==> config.mk <==
export PLATFORM = sky130hd
export DESIGN_NAME = sms_host_top
export DESIGN_NICKNAME = d
export VERILOG_FILES = /design/src/hw/sms_host_pkg.sv /design/src/hw/sms_host_top.sv /design/src/hw/backup_sync.sv /design/src/hw/cheat_code_loader.sv /design/src/hw/cart_loader.sv /design/src/hw/sms_clock_enables.sv
export SDC_FILE = /design/constraint.sdc
export NUM_CORES = 1
export LEC_CHECK = 0
export ABC_AREA = 0
export BUFFER_PORTS_ARGS = -buffer_cell sky130_fd_sc_hd__buf_2
export CAP_MARGIN = 10
export CORE_MARGIN = 3
export CORE_UTILIZATION = 52
export CTS_BUF_LIST = sky130_fd_sc_hd__clkbuf_8
export DETAILED_ROUTE_END_ITERATION = 6
export PLACE_DENSITY = 0.82
export SYNTH_ARGS = -nofsm -noshare
export SYNTH_HDL_FRONTEND = slang
export SYNTH_SLANG_ARGS = --single-unit
export TNS_END_PERCENT = 30
==> constraint.sdc <==
create_clock -name clk_sys -period 4.3 [get_ports clk_sys]
set_clock_uncertainty 0.05 [all_clocks]
set_input_delay 0.43 -clock clk_sys [delete_from_list [all_inputs] [get_ports clk_sys]]
set_output_delay 0.43 -clock clk_sys [all_outputs]
set_load 0.005 [all_outputs]
==> src/hw/sms_host_pkg.sv <==
// Shared constants and bus types for the Master System host glue.
// Modules pull these in by wildcard import; ports use scoped names.

`default_nettype none

package sms_host_pkg;

	// ======================================================================
	// Sizes and indices
	// ======================================================================
	localparam int ROM_AW     = 24;
	localparam int CART_AW    = 22;
	localparam int DL_AW      = 25;
	localparam int HDR_OFFSET = 512;
	localparam int HDR_BIT    = $clog2(HDR_OFFSET);
	localparam int CE_PERIOD  = 30;
	localparam int CE_CNT_W   = $clog2(CE_PERIOD);
	localparam int BK_SECTORS = 64;

	localparam logic [7:0] CODE_INDEX = 8'hff;
	// Low five bits of the download index for Game Gear images
	localparam logic [4:0] GG_INDEX = 5'd2;

	// ======================================================================
	// Bus bundles
	// ======================================================================

	// Host download port
	typedef struct packed {
		logic             wr;
		logic [DL_AW-1:0] addr;
		logic [7:0]       data;
		logic             active;
		logic [7:0]       index;
	} dl_bus_t;

	// ROM write request with a toggling req
	typedef struct packed {
		logic              req;
		logic [ROM_AW-1:0] addr;
		logic [7:0]        data;
	} rom_wr_t;

	// SD block request
	typedef struct packed {
		logic [31:0] lba;
		logic        rd;
		logic        wr;
	} sd_req_t;

	// Cheat record fields declared high to low so that union byte k
	// is download offset k and flags sit in bytes 0..3
	typedef struct packed {
		logic [31:0] replace;
		logic [31:0] compare;
		logic [31:0] address;
		logic [31:0] flags;
	} cheat_fields_t;

	typedef union packed {
		cheat_fields_t    fields;
		logic [15:0][7:0] bytes;
	} cheat_rec_u;

	// Clock enable bundle
	typedef struct packed {
		logic cpu;
		logic vdp;
		logic pix;
		logic sp;
	} ce_t;

endpackage

`default_nettype wire
==> src/hw/sms_host_top.sv <==
// Top level of the Master System host glue: clock enables, cartridge
// and cheat loading, and backup RAM sync around an external core.

`timescale 1ns/10ps
`default_nettype none

module sms_host_top (
	input  wire                             clk_sys,
	input  wire                             reset,

	// Download port and ROM memory
	input  wire sms_host_pkg::dl_bus_t      dl,
	output sms_host_pkg::rom_wr_t           rom_wr,
	input  wire                             rom_ack,
	output logic                            dl_wait,
	input  wire [sms_host_pkg::CART_AW-1:0] cpu_rom_addr,
	output logic [sms_host_pkg::CART_AW-1:0] rom_rd_addr,
	output logic                            game_gear,

	// Cheats
	output sms_host_pkg::cheat_fields_t     cheat_code,
	output logic                            cheat_load,
	output logic                            cheat_clear,

	// Backup RAM and SD block port
	input  wire                             img_mounted,
	input  wire                             img_readonly,
	input  wire [63:0]                      img_size,
	input  wire                             nvram_we,
	input  wire                             osd_open,
	input  wire                             bk_load,
	input  wire                             bk_save,
	input  wire                             autosave,
	output sms_host_pkg::sd_req_t           sd,
	input  wire                             sd_ack,
	output logic                            bk_busy,
	output logic                            bk_pending,
	output logic                            core_reset,

	output sms_host_pkg::ce_t               ce
);

	logic cart_active;

	sms_clock_enables u_clock_enables (
		.clk_sys (clk_sys),
		.reset   (reset),
		.ce      (ce)
	);

	cart_loader u_cart_loader (
		.clk_sys      (clk_sys),
		.reset        (reset),
		.dl           (dl),
		.rom_wr       (rom_wr),
		.rom_ack      (rom_ack),
		.dl_wait      (dl_wait),
		.cart_active  (cart_active),
		.game_gear    (game_gear),
		.cpu_rom_addr (cpu_rom_addr),
		.rom_rd_addr  (rom_rd_addr)
	);

	cheat_code_loader u_cheat_code_loader (
		.clk_sys     (clk_sys),
		.reset       (reset),
		.dl          (dl),
		.code        (cheat_code),
		.code_load   (cheat_load),
		.cheat_clear (cheat_clear)
	);

	// Backup restore keeps the core held until its sectors are in
	backup_sync u_backup_sync (
		.clk_sys      (clk_sys),
		.reset        (reset),
		.cart_active  (cart_active),
		.img_mounted  (img_mounted),
		.img_readonly (img_readonly),
		.img_size     (img_size),
		.nvram_we     (nvram_we),
		.osd_open     (osd_open),
		.bk_load      (bk_load),
		.bk_save      (bk_save),
		.autosave     (autosave),
		.sd           (sd),
		.sd_ack       (sd_ack),
		.bk_busy      (bk_busy),
		.bk_loading   (),
		.bk_pending   (bk_pending),
		.core_reset   (core_reset)
	);

endmodule

`default_nettype wire

==> src/hw/backup_sync.sv <==
// Backup RAM save and restore over the SD block port, 64 sectors per run.
// Tracks the enable and pending flags, handles autosave on menu open,
// and holds the core in reset while a cartridge or backup loads.

`timescale 1ns/10ps
`default_nettype none

module backup_sync (
	input  wire                    clk_sys,
	input  wire                    reset,
	input  wire                    cart_active,
	input  wire                    img_mounted,
	input  wire                    img_readonly,
	input  wire [63:0]             img_size,
	input  wire                    nvram_we,
	input  wire                    osd_open,
	input  wire                    bk_load,
	input  wire                    bk_save,
	input  wire                    autosave,
	output sms_host_pkg::sd_req_t  sd,
	input  wire                    sd_ack,
	output logic                   bk_busy,
	output logic                   bk_loading,
	output logic                   bk_pending,
	output logic                   core_reset
);

	import sms_host_pkg::*;

	logic old_active;
	logic old_load;
	logic old_save;
	logic old_ack;
	logic bk_ena;
	logic load_req;
	logic save_req;
	logic start_load;
	logic start_save;

	assign load_req = bk_load && bk_ena;
	assign save_req = (bk_save || (bk_pending && osd_open && autosave)) && bk_ena;

	// Explicit load, or restore once the cartridge is in
	assign start_load = (load_req && !old_load) ||
		(old_active && !cart_active && (|img_size) && bk_ena);
	assign start_save = save_req && !old_save;

	assign core_reset = reset || cart_active || bk_loading;

	// ======================================================================
	// Enable and pending flags
	// ======================================================================
	always_ff @(posedge clk_sys) begin
		if (reset) begin
			old_active <= 1'b0;
			old_load   <= 1'b0;
			old_save   <= 1'b0;
			old_ack    <= 1'b0;
			bk_ena     <= 1'b0;
			bk_pending <= 1'b0;
		end else begin
			old_active <= cart_active;
			old_load   <= load_req;
			old_save   <= save_req;
			old_ack    <= sd_ack;

			// Save image gets mounted while the cartridge downloads
			if (cart_active && !old_active) begin
				bk_ena <= 1'b0;
			end
			if (cart_active && img_mounted && !img_readonly) begin
				bk_ena <= 1'b1;
			end

			if (bk_ena && !osd_open && nvram_we) begin
				bk_pending <= 1'b1;
			end else if (bk_busy) begin
				bk_pending <= 1'b0;
			end
		end
	end

	// ======================================================================
	// Sector sequencer
	// ======================================================================
	always_ff @(posedge clk_sys) begin
		if (reset) begin
			sd.rd      <= 1'b0;
			sd.wr      <= 1'b0;
			bk_busy    <= 1'b0;
			bk_loading <= 1'b0;
		end else begin
			// Host has taken the request
			if (sd_ack && !old_ack) begin
				sd.rd <= 1'b0;
				sd.wr <= 1'b0;
			end

			if (!bk_busy) begin
				if (start_load || start_save) begin
					bk_busy    <= 1'b1;
					bk_loading <= start_load;
					sd.lba     <= '0;
					sd.rd      <= start_load;
					sd.wr      <= !start_load;
				end
			end else if (old_ack && !sd_ack) begin
				// Sector done
				if (sd.lba == 32'(BK_SECTORS - 1)) begin
					bk_busy    <= 1'b0;
					bk_loading <= 1'b0;
				end else begin
					sd.lba <= sd.lba + 1'b1;
					sd.rd  <= bk_loading;
					sd.wr  <= !bk_loading;
				end
			end
		end
	end

endmodule

`default_nettype wire

==> src/hw/cheat_code_loader.sv <==
// Builds 16-byte cheat records from the download port into code words.
// code_load pulses once per completed record, cheat_clear on address 0.

`timescale 1ns/10ps
`default_nettype none

module cheat_code_loader (
	input  wire                          clk_sys,
	input  wire                          reset,
	input  wire sms_host_pkg::dl_bus_t   dl,
	output sms_host_pkg::cheat_fields_t  code,
	output logic                         code_load,
	output logic                         cheat_clear
);

	import sms_host_pkg::*;

	logic       code_wr;
	logic [3:0] offset;
	cheat_rec_u rec;

	assign code_wr = dl.active && (dl.index == CODE_INDEX) && dl.wr;
	assign offset  = dl.addr[3:0];

	// Record bytes, filled in download order
	always_ff @(posedge clk_sys) begin
		if (code_wr) begin
			rec.bytes[offset] <= dl.data;
		end
	end

	always_ff @(posedge clk_sys) begin
		if (reset) begin
			code_load   <= 1'b0;
			cheat_clear <= 1'b0;
		end else begin
			// Last byte of a record
			code_load   <= code_wr && (offset == 4'hf);
			// Any new download starting from zero wipes the cheat table
			cheat_clear <= dl.active && dl.wr && (dl.addr == '0);
		end
	end

	assign code = rec.fields;

endmodule

`default_nettype wire

==> src/hw/cart_loader.sv <==
// Writes downloaded cartridge bytes to ROM memory over a toggle req/ack,
// learns the image size masks and maps CPU ROM addresses into the image.
// dl_wait stalls the host until memory has taken each byte.

`timescale 1ns/10ps
`default_nettype none

module cart_loader (
	input  wire                          clk_sys,
	input  wire                          reset,
	input  wire sms_host_pkg::dl_bus_t   dl,
	output sms_host_pkg::rom_wr_t        rom_wr,
	input  wire                          rom_ack,
	output logic                         dl_wait,
	output logic                         cart_active,
	output logic                         game_gear,
	input  wire [sms_host_pkg::CART_AW-1:0] cpu_rom_addr,
	output logic [sms_host_pkg::CART_AW-1:0] rom_rd_addr
);

	import sms_host_pkg::*;

	logic              old_active;
	logic              cart_wr;
	logic              req;
	logic [ROM_AW-1:0] wr_addr;
	logic [7:0]        wr_data;
	logic [CART_AW-1:0] mask;
	logic [CART_AW-1:0] mask_hdr;
	logic              hdr;

	assign cart_active = dl.active && (dl.index != CODE_INDEX);
	assign cart_wr     = dl.wr && cart_active;

	// ======================================================================
	// Download writer
	// ======================================================================
	always_ff @(posedge clk_sys) begin
		if (reset) begin
			old_active <= 1'b0;
			dl_wait    <= 1'b0;
			req        <= 1'b0;
		end else begin
			old_active <= cart_active;
			if (cart_active && !old_active) begin
				wr_addr <= '0;
			end else if (cart_wr) begin
				dl_wait <= 1'b1;
				req     <= ~req;
			end else if (dl_wait && (req == rom_ack)) begin
				// Memory took the byte
				dl_wait <= 1'b0;
				wr_addr <= wr_addr + 1'b1;
			end
		end
	end

	// Byte held until the ack comes back
	always_ff @(posedge clk_sys) begin
		if (cart_wr) begin
			wr_data <= dl.data;
		end
	end

	always_comb begin
		rom_wr.req  = req;
		rom_wr.addr = wr_addr;
		rom_wr.data = wr_data;
	end

	// ======================================================================
	// Size masks
	// ======================================================================
	always_ff @(posedge clk_sys) begin
		if (cart_wr) begin
			mask     <= mask | dl.addr[CART_AW-1:0];
			mask_hdr <= mask_hdr | (dl.addr[CART_AW-1:0] - CART_AW'(HDR_OFFSET));
			if (dl.addr == '0) begin
				mask <= '0;
			end
			if (dl.addr == DL_AW'(HDR_OFFSET)) begin
				mask_hdr <= '0;
			end
		end
	end

	// dl.addr holds the byte count when the download ends,
	// so bit 9 set means a copier header is present
	always_ff @(posedge clk_sys) begin
		if (reset) begin
			hdr       <= 1'b0;
			game_gear <= 1'b0;
		end else begin
			if (cart_wr) begin
				game_gear <= (dl.index[4:0] == GG_INDEX);
			end
			if (old_active && !cart_active) begin
				hdr <= dl.addr[HDR_BIT];
			end
		end
	end

	// CPU address into the image, skipping the header if present
	always_comb begin
		if (hdr) begin
			rom_rd_addr = (cpu_rom_addr + CART_AW'(HDR_OFFSET)) & mask_hdr;
		end else begin
			rom_rd_addr = cpu_rom_addr & mask;
		end
	end

endmodule

`default_nettype wire

==> src/hw/sms_clock_enables.sv <==
// Divides clk_sys into the CPU, VDP, pixel and sprite clock enables.
// A 30-phase counter; every enable is registered.

`timescale 1ns/10ps
`default_nettype none

module sms_clock_enables (
	input  wire               clk_sys,
	input  wire               reset,
	output sms_host_pkg::ce_t ce
);

	import sms_host_pkg::*;

	logic [CE_CNT_W-1:0] phase;

	always_ff @(posedge clk_sys) begin
		if (reset) begin
			phase <= '0;
			ce    <= '0;
		end else begin
			if (phase == CE_CNT_W'(CE_PERIOD - 1)) begin
				phase <= '0;
			end else begin
				phase <= phase + 1'b1;
			end

			// Sprite enable on every odd phase
			ce.sp  <= phase[0];
			ce.vdp <= 1'b0;
			ce.pix <= 1'b0;
			ce.cpu <= 1'b0;

			// VDP every 5, pixel every 10, CPU every 15
			case (phase)
				4, 14: begin
					ce.vdp <= 1'b1;
				end
				9: begin
					ce.vdp <= 1'b1;
					ce.pix <= 1'b1;
					ce.cpu <= 1'b1;
				end
				19, 29: begin
					ce.vdp <= 1'b1;
					ce.pix <= 1'b1;
				end
				24: begin
					ce.vdp <= 1'b1;
					ce.cpu <= 1'b1;
				end
				default: begin
				end
			endcase
		end
	end

endmodule

`default_nettype wire

==> results of run 1 <==
-- cells in the mapped netlist (all sizes together), types with 4 or more instances --
library cell / n / area [µm²]
edfxtp: 236 / 7090
nor2: 163 / 614
nand2: 53 / 199
nand3: 40 / 200
nor4: 38 / 280
xnor2: 37 / 324
xor2: 35 / 307
dfxtp: 25 / 500
inv: 24 / 90.1
nand4: 23 / 165
a21oi: 18 / 90.1
o21ai: 16 / 80.1
nor3: 15 / 75.1
nor2b: 14 / 87.6
clkbuf: 13 / 48.8
mux2i: 13 / 130
buf: 11 / 63.8
ha: 8 / 100
o22ai: 8 / 50.1
and3: 6 / 37.5
and4: 6 / 52.6
nand3b: 6 / 45.0
or3: 6 / 37.5
a31oi: 5 / 31.3
nor3b: 5 / 42.5
nand2b: 4 / 25.0
nor4b: 4 / 62.6
-- per-stage QoR --
stage                     area [µm²]  instances  worst slack (ns)
after floorplan                11000        851             0.680
after global placement         13200       1474              1.46
after detailed placement       13200       1474              1.42
after CTS                      14000       1550              1.40
after global routing           14000       1551              1.25
final                          14000       1552              1.38
-- how the worst max path moves through the flow --
stage,slack [ns],cells after the start,end,from
floorplan,0.68,5,u_cart_loader.game_gear$_SDFFE_PP0P_,dl[2]
global placement,1.46,5,u_backup_sync.sd[21]$_DFFE_PP_,u_backup_sync.sd[2]$_DFFE_PP_
detailed placement,1.42,5,u_backup_sync.sd[4]$_DFFE_PP_,u_backup_sync.sd[2]$_DFFE_PP_
CTS,1.40,5,u_backup_sync.sd[33]$_DFFE_PP_,u_backup_sync.sd[2]$_DFFE_PP_
global route,1.25,5,u_backup_sync.sd[28]$_DFFE_PP_,u_backup_sync.sd[2]$_DFFE_PP_
finish,1.38,5,u_backup_sync.sd[33]$_DFFE_PP_,u_backup_sync.sd[2]$_DFFE_PP_
-- kinds of logic (layout without fill, tap and decap cells) --
kind of cell	after synthesis	after routing
and+or+nand+nor	391	391
DFF	261	261
xor gates and xnor gates	72	72
AOI/OAI and AO/OA	56	56
buffers and inverters	48	477
muxes	15	15
adders and majority gates	8	8
other	0	2
-- flip-flops by register name, indices dropped and copies added (netlist names) --
signal                           cells
u_cart_loader.mask                  22
u_cart_loader.game_gear              1
u_backup_sync.bk_busy                1
u_cart_loader.wr_addr               24
u_backup_sync.sd                    34
u_cart_loader.req                    1
u_clock_enables.ce                   4
u_backup_sync.old_ack                1
u_backup_sync.old_active             1
u_clock_enables.phase                5
u_cart_loader.wr_data                8
u_backup_sync.old_load               1
u_cheat_code_loader.code_load        1
u_backup_sync.bk_pending             1
u_backup_sync.old_save               1
u_cart_loader.dl_wait                1
u_cheat_code_loader.cheat_clear      1
u_backup_sync.bk_ena                 1
u_cart_loader.hdr                    1
u_cart_loader.mask_hdr              22
u_backup_sync.bk_loading             1
u_cheat_code_loader.code           128
-- routing by layer --
layer / global-route usage [%] / part of all wire, % / routed length, µm
met4: 6.51 / 1.8 / 500
met1: 31.1 / 40 / 11400
met2: 39.8 / 50 / 14300
met5: 0 / 0 / 0
met3: 5.38 / 8.5 / 2420
-- critical path, cell delays in order, from the launching register on --
cell	delay, ns
sky130_fd_sc_hd__edfxtp_1	0.54
sky130_fd_sc_hd__ha_1	0.37
sky130_fd_sc_hd__nand2_1	0.21
sky130_fd_sc_hd__o31ai_4	0.41
sky130_fd_sc_hd__or2_1	0.89
sky130_fd_sc_hd__nor2_1	0.15
-- power groups by stage --
| stage | Combinational [µW] | Clock (µW) | Sequential [µW] |
|---|---|---|---|
| final | 301 | 2080 | 2850 |
| after global routing | 332 | 2250 | 2850 |
| after CTS | 302 | 2120 | 2850 |
| after detailed placement | 300 | 0 | 2900 |
| after global placement | 292 | 0 | 2900 |
| after floorplan | 128 | 0 | 2890 |
-- final cells by class --
type,count,area (µm²),share of cell area (%)
multi-input combinational,542,3250,23.2
sequential,261,7590,54.2
inverter,24,90.1,0.643
clock inverter,31,211,1.51
antenna,2,5.00,0.0357
timing repair buffer,377,1910,13.6
tap,270,338,2.41
clock buffer,45,619,4.42
==> impl_metrics.xml, run 1 <==
<?xml version="1.0" encoding="UTF-8"?>
<metrics>
  <group name="worst_setup_path">
    <metric name="timing.reg2reg.worst_path_depth" unit="">5</metric>
    <metric name="crit_path_end_kind" unit="">flip-flop</metric>
    <metric name="crit_fanout" unit="">31</metric>
    <metric name="timing.rr.start" unit="">u_backup_sync.sd[2]$_DFFE_PP_</metric>
    <metric name="arrival_time_at_the_worst_endpoint" unit="ns">3.09</metric>
    <metric name="setup.worst_path.class" unit="">reg -&gt; reg</metric>
    <metric name="critical_path.reg2reg.endpoint" unit="">u_backup_sync.sd[33]$_DFFE_PP_</metric>
    <metric name="cp.required" unit="ns">4.47</metric>
    <metric name="start_kind" unit="">flip-flop</metric>
    <metric name="worst_reg2reg_setup_slack" unit="ns">1.38</metric>
  </group>
  <group name="power_and_ir_drop">
    <metric name="power_density_normalized_to_cell_area" unit="nW/µm²">373</metric>
    <metric name="power.ir.vdd_worst" unit="µV">252</metric>
    <metric name="sequentialPowerShare" unit="%">54.5</metric>
    <metric name="power_frac_comb" unit="%">5.8</metric>
    <metric name="power.switching_fraction" unit="%">21.7</metric>
    <metric name="cell_internal_pwr" unit="µW">4090</metric>
    <metric name="power.clock.fraction" unit="%">39.7</metric>
    <metric name="p_leak" unit="µW">0.00541</metric>
    <metric name="power_dissipated_by_switching_net_loads" unit="µW">1140</metric>
    <metric name="fin_total_pwr" unit="µW">5230</metric>
  </group>
  <group name="synth">
    <metric name="synth_cell_type_count" unit="">54</metric>
    <metric name="cell_count_after_synthesis" unit="">851</metric>
    <metric name="synth_xor_xnor_area_share" unit="%">5.73</metric>
    <metric name="synthMuxAreaShare" unit="%">1.39</metric>
    <metric name="yosys.area_share.adder" unit="%">0.909</metric>
    <metric name="synth-seq-cells" unit="">261</metric>
    <metric name="synth.net_count" unit="">999</metric>
    <metric name="synth.yosys.seq_area_share" unit="%">68.9</metric>
    <metric name="mappedNetlistArea" unit="µm²">11000</metric>
    <metric name="ys_async_sr_fraction" unit="%">0</metric>
    <metric name="synth_top_flop_cell" unit="">sky130_fd_sc_hd__edfxtp_1</metric>
    <metric name="synth_edf_count" unit="">236</metric>
    <metric name="main_combinational_cell_family_by_area_after_synthesis" unit="">simple AND/OR/NAND/NOR gates</metric>
    <metric name="syn-mean-instance-area" unit="µm²">12.9</metric>
    <metric name="synth_compound_area_share" unit="%">3.16</metric>
    <metric name="ys_warn_count" unit="">0</metric>
    <metric name="synthSimpleGateAreaFrac" unit="%">18.1</metric>
  </group>
  <group name="flow_run">
    <metric name="max-cap-violations" unit="">0</metric>
  </group>
  <group name="clock_tree">
    <metric name="clock_pin_slew_on_the_worst_setup_and_hold_paths" unit="ns">0.06</metric>
    <metric name="tritoncts" unit="">built</metric>
    <metric name="cts_setup_buffers" unit="">0</metric>
    <metric name="cts_max_level" unit="">2</metric>
    <metric name="numCtsBuffers" unit="">42</metric>
    <metric name="cts.root.buffer_cell" unit="">sky130_fd_sc_hd__clkbuf_8</metric>
    <metric name="ctsResizeCount" unit="">0</metric>
    <metric name="clk-insertion-delay-late" unit="ns">0.52</metric>
    <metric name="cts.sinks" unit="">261</metric>
    <metric name="holdBufCountCts" unit="">0</metric>
    <metric name="cts.path.max_buffers" unit="">3</metric>
  </group>
  <group name="drt">
    <metric name="drcViolationCount" unit="">0</metric>
    <metric name="dr.first_iter.drc_count" unit="">499</metric>
    <metric name="drt_pass1_iterations" unit="">6</metric>
    <metric name="vias" unit="">8341</metric>
    <metric name="routed_wl_per_cell" unit="µm">18.4</metric>
    <metric name="routed_wl" unit="µm">28600</metric>
    <metric name="drt.antenna.violating_nets" unit="">0</metric>
    <metric name="routed_via_density" unit="">5.37</metric>
  </group>
  <group name="hold_path">
    <metric name="hold_class" unit="">in -&gt; reg</metric>
    <metric name="holdPathEnd" unit="">u_backup_sync.old_ack$_SDFF_PP0_</metric>
    <metric name="min_from" unit="">sd_ack</metric>
    <metric name="timing.hold.worst_path_depth" unit="">2</metric>
  </group>
  <group name="floorplan">
    <metric name="core_region_area" unit="µm²">20500</metric>
    <metric name="floorplan.initialDensity" unit="%">53.7</metric>
    <metric name="floorplan.io_pins" unit="">368</metric>
    <metric name="fp.dieW" unit="µm">152</metric>
    <metric name="floorplan.die.height" unit="µm">152</metric>
    <metric name="row_count" unit="">52</metric>
    <metric name="die_area" unit="µm²">23000</metric>
  </group>
  <group name="sta">
    <metric name="worst_pin_slew" unit="ns">1.18</metric>
    <metric name="finalCritPeriodShare" unit="%">67.9</metric>
    <metric name="timing.final.crit_period" unit="ns">2.92</metric>
    <metric name="drv_slew" unit="">0</metric>
    <metric name="max_clock_freq" unit="MHz">343</metric>
    <metric name="rsz_0062_raised_after_global_routing" unit="">false</metric>
    <metric name="final_hold_viol_count" unit="">0</metric>
    <metric name="fin_hold_ws" unit="ns">0.109</metric>
    <metric name="setup_total_negative_slack" unit="ns">0</metric>
    <metric name="timing.final.setup_violations" unit="">0</metric>
    <metric name="worst_slew_margin_rel" unit="%">20.7</metric>
  </group>
  <group name="global_route">
    <metric name="grt.total_usage" unit="%">23.6</metric>
    <metric name="antenna_found_initial" unit="">1</metric>
    <metric name="grt_start_max_net_pins" unit="">37</metric>
    <metric name="grt_overflow_total" unit="">0</metric>
    <metric name="global_route_wire_length_before_repair" unit="µm">41900</metric>
    <metric name="number_of_global_route_vias_before_repair" unit="">7740</metric>
  </group>
  <group name="cells_and_area">
    <metric name="nNetsFinal" unit="">1396</metric>
    <metric name="layout-drive-gt1-share" unit="%">34.9</metric>
    <metric name="fillers" unit="">1469</metric>
    <metric name="synthToLayoutAreaGrowth" unit="%">27.2</metric>
    <metric name="postLayoutCoreUtil" unit="%">68.4</metric>
    <metric name="layout_commonest_cell" unit="">sky130_fd_sc_hd__buf_2</metric>
    <metric name="mostFrequentLayoutCells" unit="">367 x sky130_fd_sc_hd__buf_2, 236 x sky130_fd_sc_hd__edfxtp_1, 162 x sky130_fd_sc_hd__nor2_1</metric>
  </group>
  <group name="placement">
    <metric name="hpwlAfterDp" unit="µm">21200</metric>
    <metric name="gp_routability_congestion" unit="">0.892</metric>
    <metric name="buffer_ports.inserted" unit="">367</metric>
  </group>
  <group name="run_status">
    <metric name="status" unit="">finished clean</metric>
  </group>
</metrics>
Note: power is estimated with default switching activity, not from simulation.
==> run 2, diff against run 1 <==
- ABC_AREA: 0 -> 1
- CORE_UTILIZATION: 52 -> 53
- PLACE_DENSITY: 0.82 -> 0.83
- clock period: 4.3 -> 3 ns (I/O delays scaled with it)
==> run 2 against run 1 <==
Power up 42%. Synthesized area up 3.8%. Core utilization is 0.57 points higher. Critical path depth fell by 2. Via count up 15%. Die area up 1.7%. Setup slack worse by 0.97 ns. Register-to-register slack got worse by 0.68 ns. First-iteration DRC count up 27%.
==> impl_metrics.xml, run 2 <==
<?xml version="1.0" encoding="UTF-8"?>
<metrics>
  <group name="run_status">
    <metric name="status" unit="">finished clean</metric>
  </group>
  <group name="cells_and_area">
    <metric name="synthToLayoutAreaGrowth" unit="%">27.2</metric>
    <metric name="seq_area" unit="µm²">7590</metric>
    <metric name="layout-drive-gt1-share" unit="%">31.5</metric>
    <metric name="layout_commonest_cell" unit="">sky130_fd_sc_hd__buf_2</metric>
    <metric name="max_reg_flops" unit="">128</metric>
    <metric name="postLayoutCoreUtil" unit="%">68.9</metric>
    <metric name="num_antenna_cells" unit="">0</metric>
    <metric name="fillers" unit="">1564</metric>
    <metric name="nNetsFinal" unit="">1638</metric>
    <metric name="multi_input_gate_area_in_the_final_layout" unit="µm²">3270</metric>
    <metric name="mostFrequentLayoutCells" unit="">367 x sky130_fd_sc_hd__buf_2, 236 x sky130_fd_sc_hd__edfxtp_1, 209 x sky130_fd_sc_hd__nor2_1</metric>
  </group>
  <group name="floorplan">
    <metric name="die_area" unit="µm²">23400</metric>
    <metric name="floorplan.die.height" unit="µm">153</metric>
    <metric name="core_region_area" unit="µm²">21100</metric>
    <metric name="floorplan.io_pins" unit="">368</metric>
    <metric name="fp.dieW" unit="µm">153</metric>
    <metric name="floorplan.initialDensity" unit="%">54.2</metric>
    <metric name="row_count" unit="">53</metric>
  </group>
  <group name="drt">
    <metric name="routed_via_density" unit="">5.33</metric>
    <metric name="dr.first_iter.drc_count" unit="">634</metric>
    <metric name="drt.antenna.violating_nets" unit="">0</metric>
    <metric name="routed_wl_per_cell" unit="µm">17.7</metric>
    <metric name="drt_pass1_iterations" unit="">5</metric>
    <metric name="drcViolationCount" unit="">0</metric>
    <metric name="vias" unit="">9576</metric>
    <metric name="routed_wl" unit="µm">31900</metric>
  </group>
  <group name="synth">
    <metric name="synth.yosys.seq_area_share" unit="%">66.4</metric>
    <metric name="ys_async_sr_fraction" unit="%">0</metric>
    <metric name="synth-seq-cells" unit="">261</metric>
    <metric name="synth_cell_type_count" unit="">44</metric>
    <metric name="yosys-top-cells-area" unit="">sky130_fd_sc_hd__edfxtp_1 62%, sky130_fd_sc_hd__nor2_1 6.9%, sky130_fd_sc_hd__nand2_1 4.8%</metric>
    <metric name="ys_warn_count" unit="">0</metric>
    <metric name="synthDominantCellAreaShare" unit="%">62.0</metric>
    <metric name="synth.net_count" unit="">1221</metric>
    <metric name="cell_count_after_synthesis" unit="">1073</metric>
    <metric name="synth.top_cells.by_count" unit="">236 x sky130_fd_sc_hd__edfxtp_1, 209 x sky130_fd_sc_hd__nor2_1, 146 x sky130_fd_sc_hd__nand2_1, 131 x sky130_fd_sc_hd__inv_1, 66 x sky130_fd_sc_hd__a21oi_1</metric>
    <metric name="yosysMostFrequentCell" unit="">sky130_fd_sc_hd__edfxtp_1</metric>
    <metric name="synth_top_flop_cell" unit="">sky130_fd_sc_hd__edfxtp_1</metric>
    <metric name="synth_edf_count" unit="">236</metric>
    <metric name="mappedNetlistArea" unit="µm²">11400</metric>
    <metric name="synth_area_leader" unit="">sky130_fd_sc_hd__edfxtp_1</metric>
    <metric name="syn-mean-instance-area" unit="µm²">10.6</metric>
  </group>
  <group name="worst_setup_path">
    <metric name="crit_fanout" unit="">13</metric>
    <metric name="worst_reg2reg_setup_slack" unit="ns">0.70</metric>
    <metric name="critical_path.cell_chain" unit="">inv_1, o41ai_1, buf_2</metric>
    <metric name="critPathMaxStageDelay" unit="ns">0.63</metric>
    <metric name="capture_point_of_the_critical_path" unit="">rom_rd_addr[16]</metric>
    <metric name="arrival_time_at_the_worst_endpoint" unit="ns">2.24</metric>
    <metric name="cp.required" unit="ns">2.65</metric>
    <metric name="crit_cells" unit="">3</metric>
    <metric name="setup.worst_path.class" unit="">reg -&gt; out</metric>
    <metric name="critical_path.startpoint" unit="">u_cart_loader.hdr$_SDFFE_PP0N_</metric>
    <metric name="timing.reg2reg.worst_path_depth" unit="">12</metric>
    <metric name="crit_path_end_kind" unit="">output port</metric>
    <metric name="timing.rr.start" unit="">u_backup_sync.sd[2]$_DFFE_PP_</metric>
    <metric name="cp_top_family" unit="">flip-flops</metric>
    <metric name="start_kind" unit="">flip-flop</metric>
    <metric name="critical_path.reg2reg.endpoint" unit="">u_backup_sync.sd[5]$_DFFE_PP_</metric>
    <metric name="critical_path_buf_inv_count" unit="">2</metric>
    <metric name="critPathSlowestCell" unit="">sky130_fd_sc_hd__dfxtp_1</metric>
  </group>
  <group name="clock_tree">
    <metric name="cts.sinks" unit="">261</metric>
    <metric name="cts.path.max_buffers" unit="">3</metric>
    <metric name="ctsResizeCount" unit="">0</metric>
    <metric name="clock_pin_slew_on_the_worst_setup_and_hold_paths" unit="ns">0.06</metric>
    <metric name="cts_max_level" unit="">2</metric>
    <metric name="cts_setup_buffers" unit="">0</metric>
    <metric name="tritoncts" unit="">built</metric>
    <metric name="clk-insertion-delay-late" unit="ns">0.54</metric>
    <metric name="cts.root.buffer_cell" unit="">sky130_fd_sc_hd__clkbuf_8</metric>
    <metric name="numCtsBuffers" unit="">41</metric>
  </group>
  <group name="power_and_ir_drop">
    <metric name="sequentialPowerShare" unit="%">55.0</metric>
    <metric name="p_leak" unit="µW">0.00616</metric>
    <metric name="cell_internal_pwr" unit="µW">5680</metric>
    <metric name="power.ir.vdd_worst" unit="µV">340</metric>
    <metric name="power.clock.fraction" unit="%">38.4</metric>
    <metric name="power_density_normalized_to_cell_area" unit="nW/µm²">511</metric>
    <metric name="power.switching_fraction" unit="%">23.4</metric>
    <metric name="power_dissipated_by_switching_net_loads" unit="µW">1740</metric>
    <metric name="power_frac_comb" unit="%">6.6</metric>
    <metric name="fin_total_pwr" unit="µW">7420</metric>
  </group>
  <group name="sta">
    <metric name="final_hold_viol_count" unit="">0</metric>
    <metric name="finalCritPeriodShare" unit="%">86.2</metric>
    <metric name="timing.final.crit_period" unit="ns">2.59</metric>
    <metric name="worst_slew_margin_rel" unit="%">51.3</metric>
    <metric name="worst_pin_slew" unit="ns">0.728</metric>
    <metric name="drv_slew" unit="">0</metric>
    <metric name="fin_hold_ws" unit="ns">0.0416</metric>
    <metric name="setup_total_negative_slack" unit="ns">0</metric>
    <metric name="timing.final.setup_violations" unit="">0</metric>
    <metric name="max_clock_freq" unit="MHz">387</metric>
    <metric name="rsz_0062_raised_after_global_routing" unit="">false</metric>
    <metric name="postLayoutSetupSlackWorst" unit="ns">0.415</metric>
  </group>
  <group name="global_route">
    <metric name="grt.total_usage" unit="%">26.5</metric>
    <metric name="grt_overflow_total" unit="">0</metric>
    <metric name="grt_start_max_net_pins" unit="">51</metric>
    <metric name="antenna_found_initial" unit="">0</metric>
    <metric name="global_route_wire_length_before_repair" unit="µm">49700</metric>
    <metric name="number_of_global_route_vias_before_repair" unit="">9328</metric>
  </group>
  <group name="placement">
    <metric name="buffer_ports.inserted" unit="">367</metric>
    <metric name="gp_routability_congestion" unit="">0.945</metric>
    <metric name="post-place-ws" unit="ns">0.552</metric>
    <metric name="hpwlAfterDp" unit="µm">24000</metric>
  </group>
  <group name="hold_path">
    <metric name="hold_class" unit="">in -&gt; reg</metric>
  </group>
  <group name="flow_run">
    <metric name="max-cap-violations" unit="">0</metric>
  </group>
</metrics>
## run 2: how the worst min path moves through the flow
stage	startpoint	end	slack, ns	cells past startpoint
global route	dl[24]	u_cart_loader.mask[7]$_SDFFCE_PP0P_	0.01	3
detailed placement	u_clock_enables.phase[0]$_SDFF_PP0_	u_clock_enables.phase[0]$_SDFF_PP0_	0.42	1
global placement	u_backup_sync.bk_pending$_SDFFE_PP0P_	u_backup_sync.bk_pending$_SDFFE_PP0P_	0.41	2
finish	dl[25]	u_cart_loader.mask[8]$_SDFFCE_PP0P_	0.04	3
CTS	dl[25]	u_cart_loader.mask[8]$_SDFFCE_PP0P_	0.007	3
floorplan	dl[9]	u_cart_loader.wr_data[0]$_DFFE_PP_	0.35	0
## run 2: power groups by stage
stage | logic (µW) | clock network (µW) | registers [µW]
2_1_floorplan | 208 | 0 | 4150
3_3_place_gp | 467 | 0 | 4150
3_5_place_dp | 481 | 0 | 4150
4_1_cts | 492 | 2910 | 4080
5_1_grt | 546 | 3110 | 4090
6_report | 491 | 2850 | 4080
## run 2: worst reg2reg max path, stage by stage (launching register included)
cell and delay, ns:
sky130_fd_sc_hd__edfxtp_1 0.42, sky130_fd_sc_hd__ha_1 0.22, sky130_fd_sc_hd__nand3_2 0.12, sky130_fd_sc_hd__nor2_4 0.14, sky130_fd_sc_hd__nand2_2 0.09, sky130_fd_sc_hd__nand3b_1 0.16, sky130_fd_sc_hd__nor2_1 0.24, sky130_fd_sc_hd__inv_2 0.11
sky130_fd_sc_hd__nand2_4 0.09, sky130_fd_sc_hd__nor2_2 0.05, sky130_fd_sc_hd__buf_4 0.19, sky130_fd_sc_hd__o21ai_0 0.11, sky130_fd_sc_hd__a21oi_1 0.06
## run 2: layout make-up
type / count / area share [%]
inverter: 134 / 3.47
timing repair buffer: 390 / 14.0
sequential: 261 / 52.2
multi-input combinational: 662 / 22.5
tap: 275 / 2.37
clock inverter: 32 / 1.24
clock buffer: 44 / 4.17
## run 2: stage by stage
step | std cells | cell area (µm²)
after global routing | 1798 | 14500
final | 1798 | 14500
after detailed placement | 1714 | 13700
after floorplan | 1073 | 11400
after global placement | 1714 | 13700
after CTS | 1798 | 14500
## run 2: what timing repair did
| action | in CTS | in global routing |
|---|---|---|
| endpoints found under the hold margin | 6 | 0 |
| hold buffers | 8 | 0 |
| endpoints found under the setup margin | 0 | 0 |
## run 2: logic make-up after synthesis
group                      synth area share (%)
AOI/OAI and AO/OA                          6.04
xor gates and xnor gates                   1.61
adders and majority gates                 0.876
buffers and inverters                      5.10
DFF                                        66.4
and+or+nand+nor                            20.0
## run 2: metal layers
metal,up-vias,GRT usage [%],share of wire (%)
met1,4516,33.9,38
met5,-,0,0
met4,0,9.46,3.3
met2,479,45.7,50
met3,72,4.81,8.1
li1,4509,-,-
==> run 3, diff against run 2 <==
- ABC_AREA: 1 -> not set
- CORE_UTILIZATION: 53 -> 52
- PLACE_DENSITY: 0.83 -> 0.82
==> run 3 against run 2 <==
Critical path depth rose by 3. Largest power group unchanged. Largest cell class unchanged. Fmax rose by 7.0%. Die area fell by 1.7%. Core utilization fell by 0.27 points. Sequential power barely moved. Count of clock-buffer cells in the layout rose by 1. Power fell by 1.9%. Sequential share of layout area rose by 1.7 points. Global-route usage fell by 1.6 points. Final area fell by 3.2%. Clock power fell by 4%.
==> impl_metrics.xml, run 3 (synthesized netlist as in run 1, its figures left out) <==
<?xml version="1.0" encoding="UTF-8"?>
<metrics>
  <group name="power_and_ir_drop">
    <metric name="power.ir.vdd_worst" unit="µV">413</metric>
    <metric name="p_leak" unit="µW">0.00547</metric>
    <metric name="power_density_normalized_to_cell_area" unit="nW/µm²">518</metric>
  </group>
  <group name="cells_and_area">
    <metric name="num_antenna_cells" unit="">0</metric>
    <metric name="synthToLayoutAreaGrowth" unit="%">27.8</metric>
    <metric name="final_cell_count_no_fill" unit="">1566</metric>
    <metric name="layout_commonest_cell" unit="">sky130_fd_sc_hd__buf_2</metric>
    <metric name="mostFrequentLayoutCells" unit="">367 x sky130_fd_sc_hd__buf_2, 236 x sky130_fd_sc_hd__edfxtp_1, 162 x sky130_fd_sc_hd__nor2_1</metric>
    <metric name="max_reg_flops" unit="">128</metric>
    <metric name="layout-drive-gt1-share" unit="%">35.6</metric>
    <metric name="nNetsFinal" unit="">1411</metric>
  </group>
  <group name="global_route">
    <metric name="global_route_wire_length_before_repair" unit="µm">44400</metric>
    <metric name="grt_overflow_total" unit="">0</metric>
    <metric name="number_of_global_route_vias_before_repair" unit="">8218</metric>
    <metric name="antenna_found_initial" unit="">1</metric>
    <metric name="grt_start_max_net_pins" unit="">45</metric>
    <metric name="grt.total_usage" unit="%">24.9</metric>
  </group>
  <group name="worst_setup_path">
    <metric name="setup.worst_path.class" unit="">reg -&gt; reg</metric>
    <metric name="cp.required" unit="ns">3.18</metric>
    <metric name="crit_fanout" unit="">32</metric>
    <metric name="critical_path.reg2reg.endpoint" unit="">u_backup_sync.sd[5]$_DFFE_PP_</metric>
    <metric name="critPathMaxStageDelay" unit="ns">0.46</metric>
    <metric name="crit_path_end_kind" unit="">flip-flop</metric>
    <metric name="capture_point_of_the_critical_path" unit="">u_backup_sync.sd[5]$_DFFE_PP_</metric>
    <metric name="arrival_time_at_the_worst_endpoint" unit="ns">2.60</metric>
    <metric name="cp_top_family" unit="">simple AND/OR/NAND/NOR gates</metric>
    <metric name="worst_reg2reg_setup_slack" unit="ns">0.58</metric>
    <metric name="critical_path.cell_chain" unit="">nor4_1, nand3_1, o31ai_4, nor2_1, o31a_1, buf_4</metric>
    <metric name="critPathSlowestCell" unit="">sky130_fd_sc_hd__edfxtp_1</metric>
    <metric name="critical_path_buf_inv_count" unit="">1</metric>
    <metric name="timing.reg2reg.worst_path_depth" unit="">6</metric>
    <metric name="start_kind" unit="">flip-flop</metric>
    <metric name="crit_cells" unit="">6</metric>
    <metric name="critical_path.startpoint" unit="">u_backup_sync.sd[10]$_DFFE_PP_</metric>
    <metric name="timing.rr.start" unit="">u_backup_sync.sd[10]$_DFFE_PP_</metric>
  </group>
  <group name="sta">
    <metric name="worst_slew_margin_rel" unit="%">49.9</metric>
    <metric name="rsz_0062_raised_after_global_routing" unit="">false</metric>
    <metric name="final_hold_viol_count" unit="">0</metric>
    <metric name="max_clock_freq" unit="MHz">414</metric>
    <metric name="drv_slew" unit="">0</metric>
    <metric name="worst_pin_slew" unit="ns">0.748</metric>
    <metric name="setup_total_negative_slack" unit="ns">0</metric>
    <metric name="timing.final.crit_period" unit="ns">2.42</metric>
    <metric name="timing.final.setup_violations" unit="">0</metric>
    <metric name="finalCritPeriodShare" unit="%">80.6</metric>
  </group>
  <group name="clock_tree">
    <metric name="cts.sinks" unit="">261</metric>
    <metric name="cts_setup_buffers" unit="">0</metric>
    <metric name="cts.root.buffer_cell" unit="">sky130_fd_sc_hd__clkbuf_8</metric>
    <metric name="clk-insertion-delay-late" unit="ns">0.53</metric>
    <metric name="cts_max_level" unit="">2</metric>
    <metric name="cts.path.max_buffers" unit="">3</metric>
    <metric name="holdBufCountCts" unit="">4</metric>
    <metric name="numCtsBuffers" unit="">42</metric>
    <metric name="tritoncts" unit="">built</metric>
    <metric name="clock_pin_slew_on_the_worst_setup_and_hold_paths" unit="ns">0.06</metric>
    <metric name="ctsResizeCount" unit="">0</metric>
  </group>
  <group name="placement">
    <metric name="gp_routability_congestion" unit="">0.947</metric>
    <metric name="place.detailed.instances" unit="">1485</metric>
    <metric name="hpwlAfterDp" unit="µm">21600</metric>
    <metric name="buffer_ports.inserted" unit="">367</metric>
  </group>
  <group name="drt">
    <metric name="routed_wl" unit="µm">29500</metric>
    <metric name="drt.antenna.violating_nets" unit="">0</metric>
    <metric name="vias" unit="">8463</metric>
    <metric name="drcViolationCount" unit="">0</metric>
    <metric name="drt_pass1_iterations" unit="">5</metric>
    <metric name="routed_wl_per_cell" unit="µm">18.9</metric>
    <metric name="dr.first_iter.drc_count" unit="">649</metric>
    <metric name="routed_via_density" unit="">5.40</metric>
  </group>
  <group name="floorplan">
    <metric name="floorplan.initialDensity" unit="%">53.7</metric>
    <metric name="row_count" unit="">52</metric>
    <metric name="floorplan.die.height" unit="µm">152</metric>
    <metric name="die_area" unit="µm²">23000</metric>
    <metric name="fp.dieW" unit="µm">152</metric>
    <metric name="floorplan.io_pins" unit="">368</metric>
    <metric name="core_region_area" unit="µm²">20500</metric>
  </group>
  <group name="run_status">
    <metric name="status" unit="">finished clean</metric>
  </group>
  <group name="hold_path">
    <metric name="hold_class" unit="">in -&gt; reg</metric>
    <metric name="timing.hold.worst_path_depth" unit="">3</metric>
  </group>
  <group name="flow_run">
    <metric name="max-cap-violations" unit="">0</metric>
  </group>
</metrics>
run 3: power by group:
part,switching [µW],leakage [µW],internal [µW]
Clock,1360,0.000440,1400
Sequential,58.2,0.00233,4030
Combinational,254,0.00270,190
run 3: area by class of cell:
cell class	count	area (µm²)
Clock inverter	32	143
Multi-Input combinational cell	542	3250
Inverter	24	90.1
Clock buffer	45	619
Fill cell	1506	6420
Sequential cell	261	7590
Timing Repair Buffer	392	2050
Tap cell	270	338
run 3: worst min path at each step:
stage                                             startpoint                                       to  slack, ns
after floorplan                                        dl[9]       u_cart_loader.wr_data[0]$_DFFE_PP_       0.35
after global placement    u_cart_loader.dl_wait$_SDFFE_PP0P_       u_cart_loader.dl_wait$_SDFFE_PP0P_       0.41
after detailed placement  u_cart_loader.dl_wait$_SDFFE_PP0P_       u_cart_loader.dl_wait$_SDFFE_PP0P_       0.41
after CTS                                             dl[26]           u_cart_loader.hdr$_SDFFE_PP0N_       0.02
after global routing                                  dl[21]  u_cart_loader.mask_hdr[4]$_SDFFCE_PN0P_       0.04
final                                                 dl[26]           u_cart_loader.hdr$_SDFFE_PP0N_       0.05
run 3: worst reg2reg max path, cell delays in order, from the launching register on:
cell and delay, ns:
sky130_fd_sc_hd__edfxtp_1 0.46, sky130_fd_sc_hd__nor4_1 0.37, sky130_fd_sc_hd__nand3_1 0.20, sky130_fd_sc_hd__o31ai_4 0.37, sky130_fd_sc_hd__nor2_1 0.11, sky130_fd_sc_hd__o31a_1 0.30
sky130_fd_sc_hd__buf_4 0.26
run 3: per-stage QoR:
stage | hold WS, ns | instance area, µm² | util [%] | setup WS (ns) | total power, µW
floorplan | 0.349 | 11000 | - | 0.483 | 4330
global placement | 0.410 | 13300 | 64.7 | 0.531 | 4580
detailed placement | 0.414 | 13300 | 64.7 | 0.451 | 4600
CTS | 0.0234 | 14100 | 68.7 | 0.534 | 7330
global route | 0.0385 | 14100 | 68.7 | 0.413 | 7560
finish | 0.0492 | 14100 | 68.7 | 0.583 | 7280
run 3: per-layer routing:
| metal | track usage, % | vias up | wire length [µm] |
|---|---|---|---|
| met3 | 5.65 | 43 | 2660 |
| met5 | 0 | - | 7 |
| li1 | - | 3956 | - |
| met1 | 31.9 | 4032 | 11600 |
| met2 | 43.2 | 430 | 14800 |
| met4 | 6.06 | 2 | 451 |
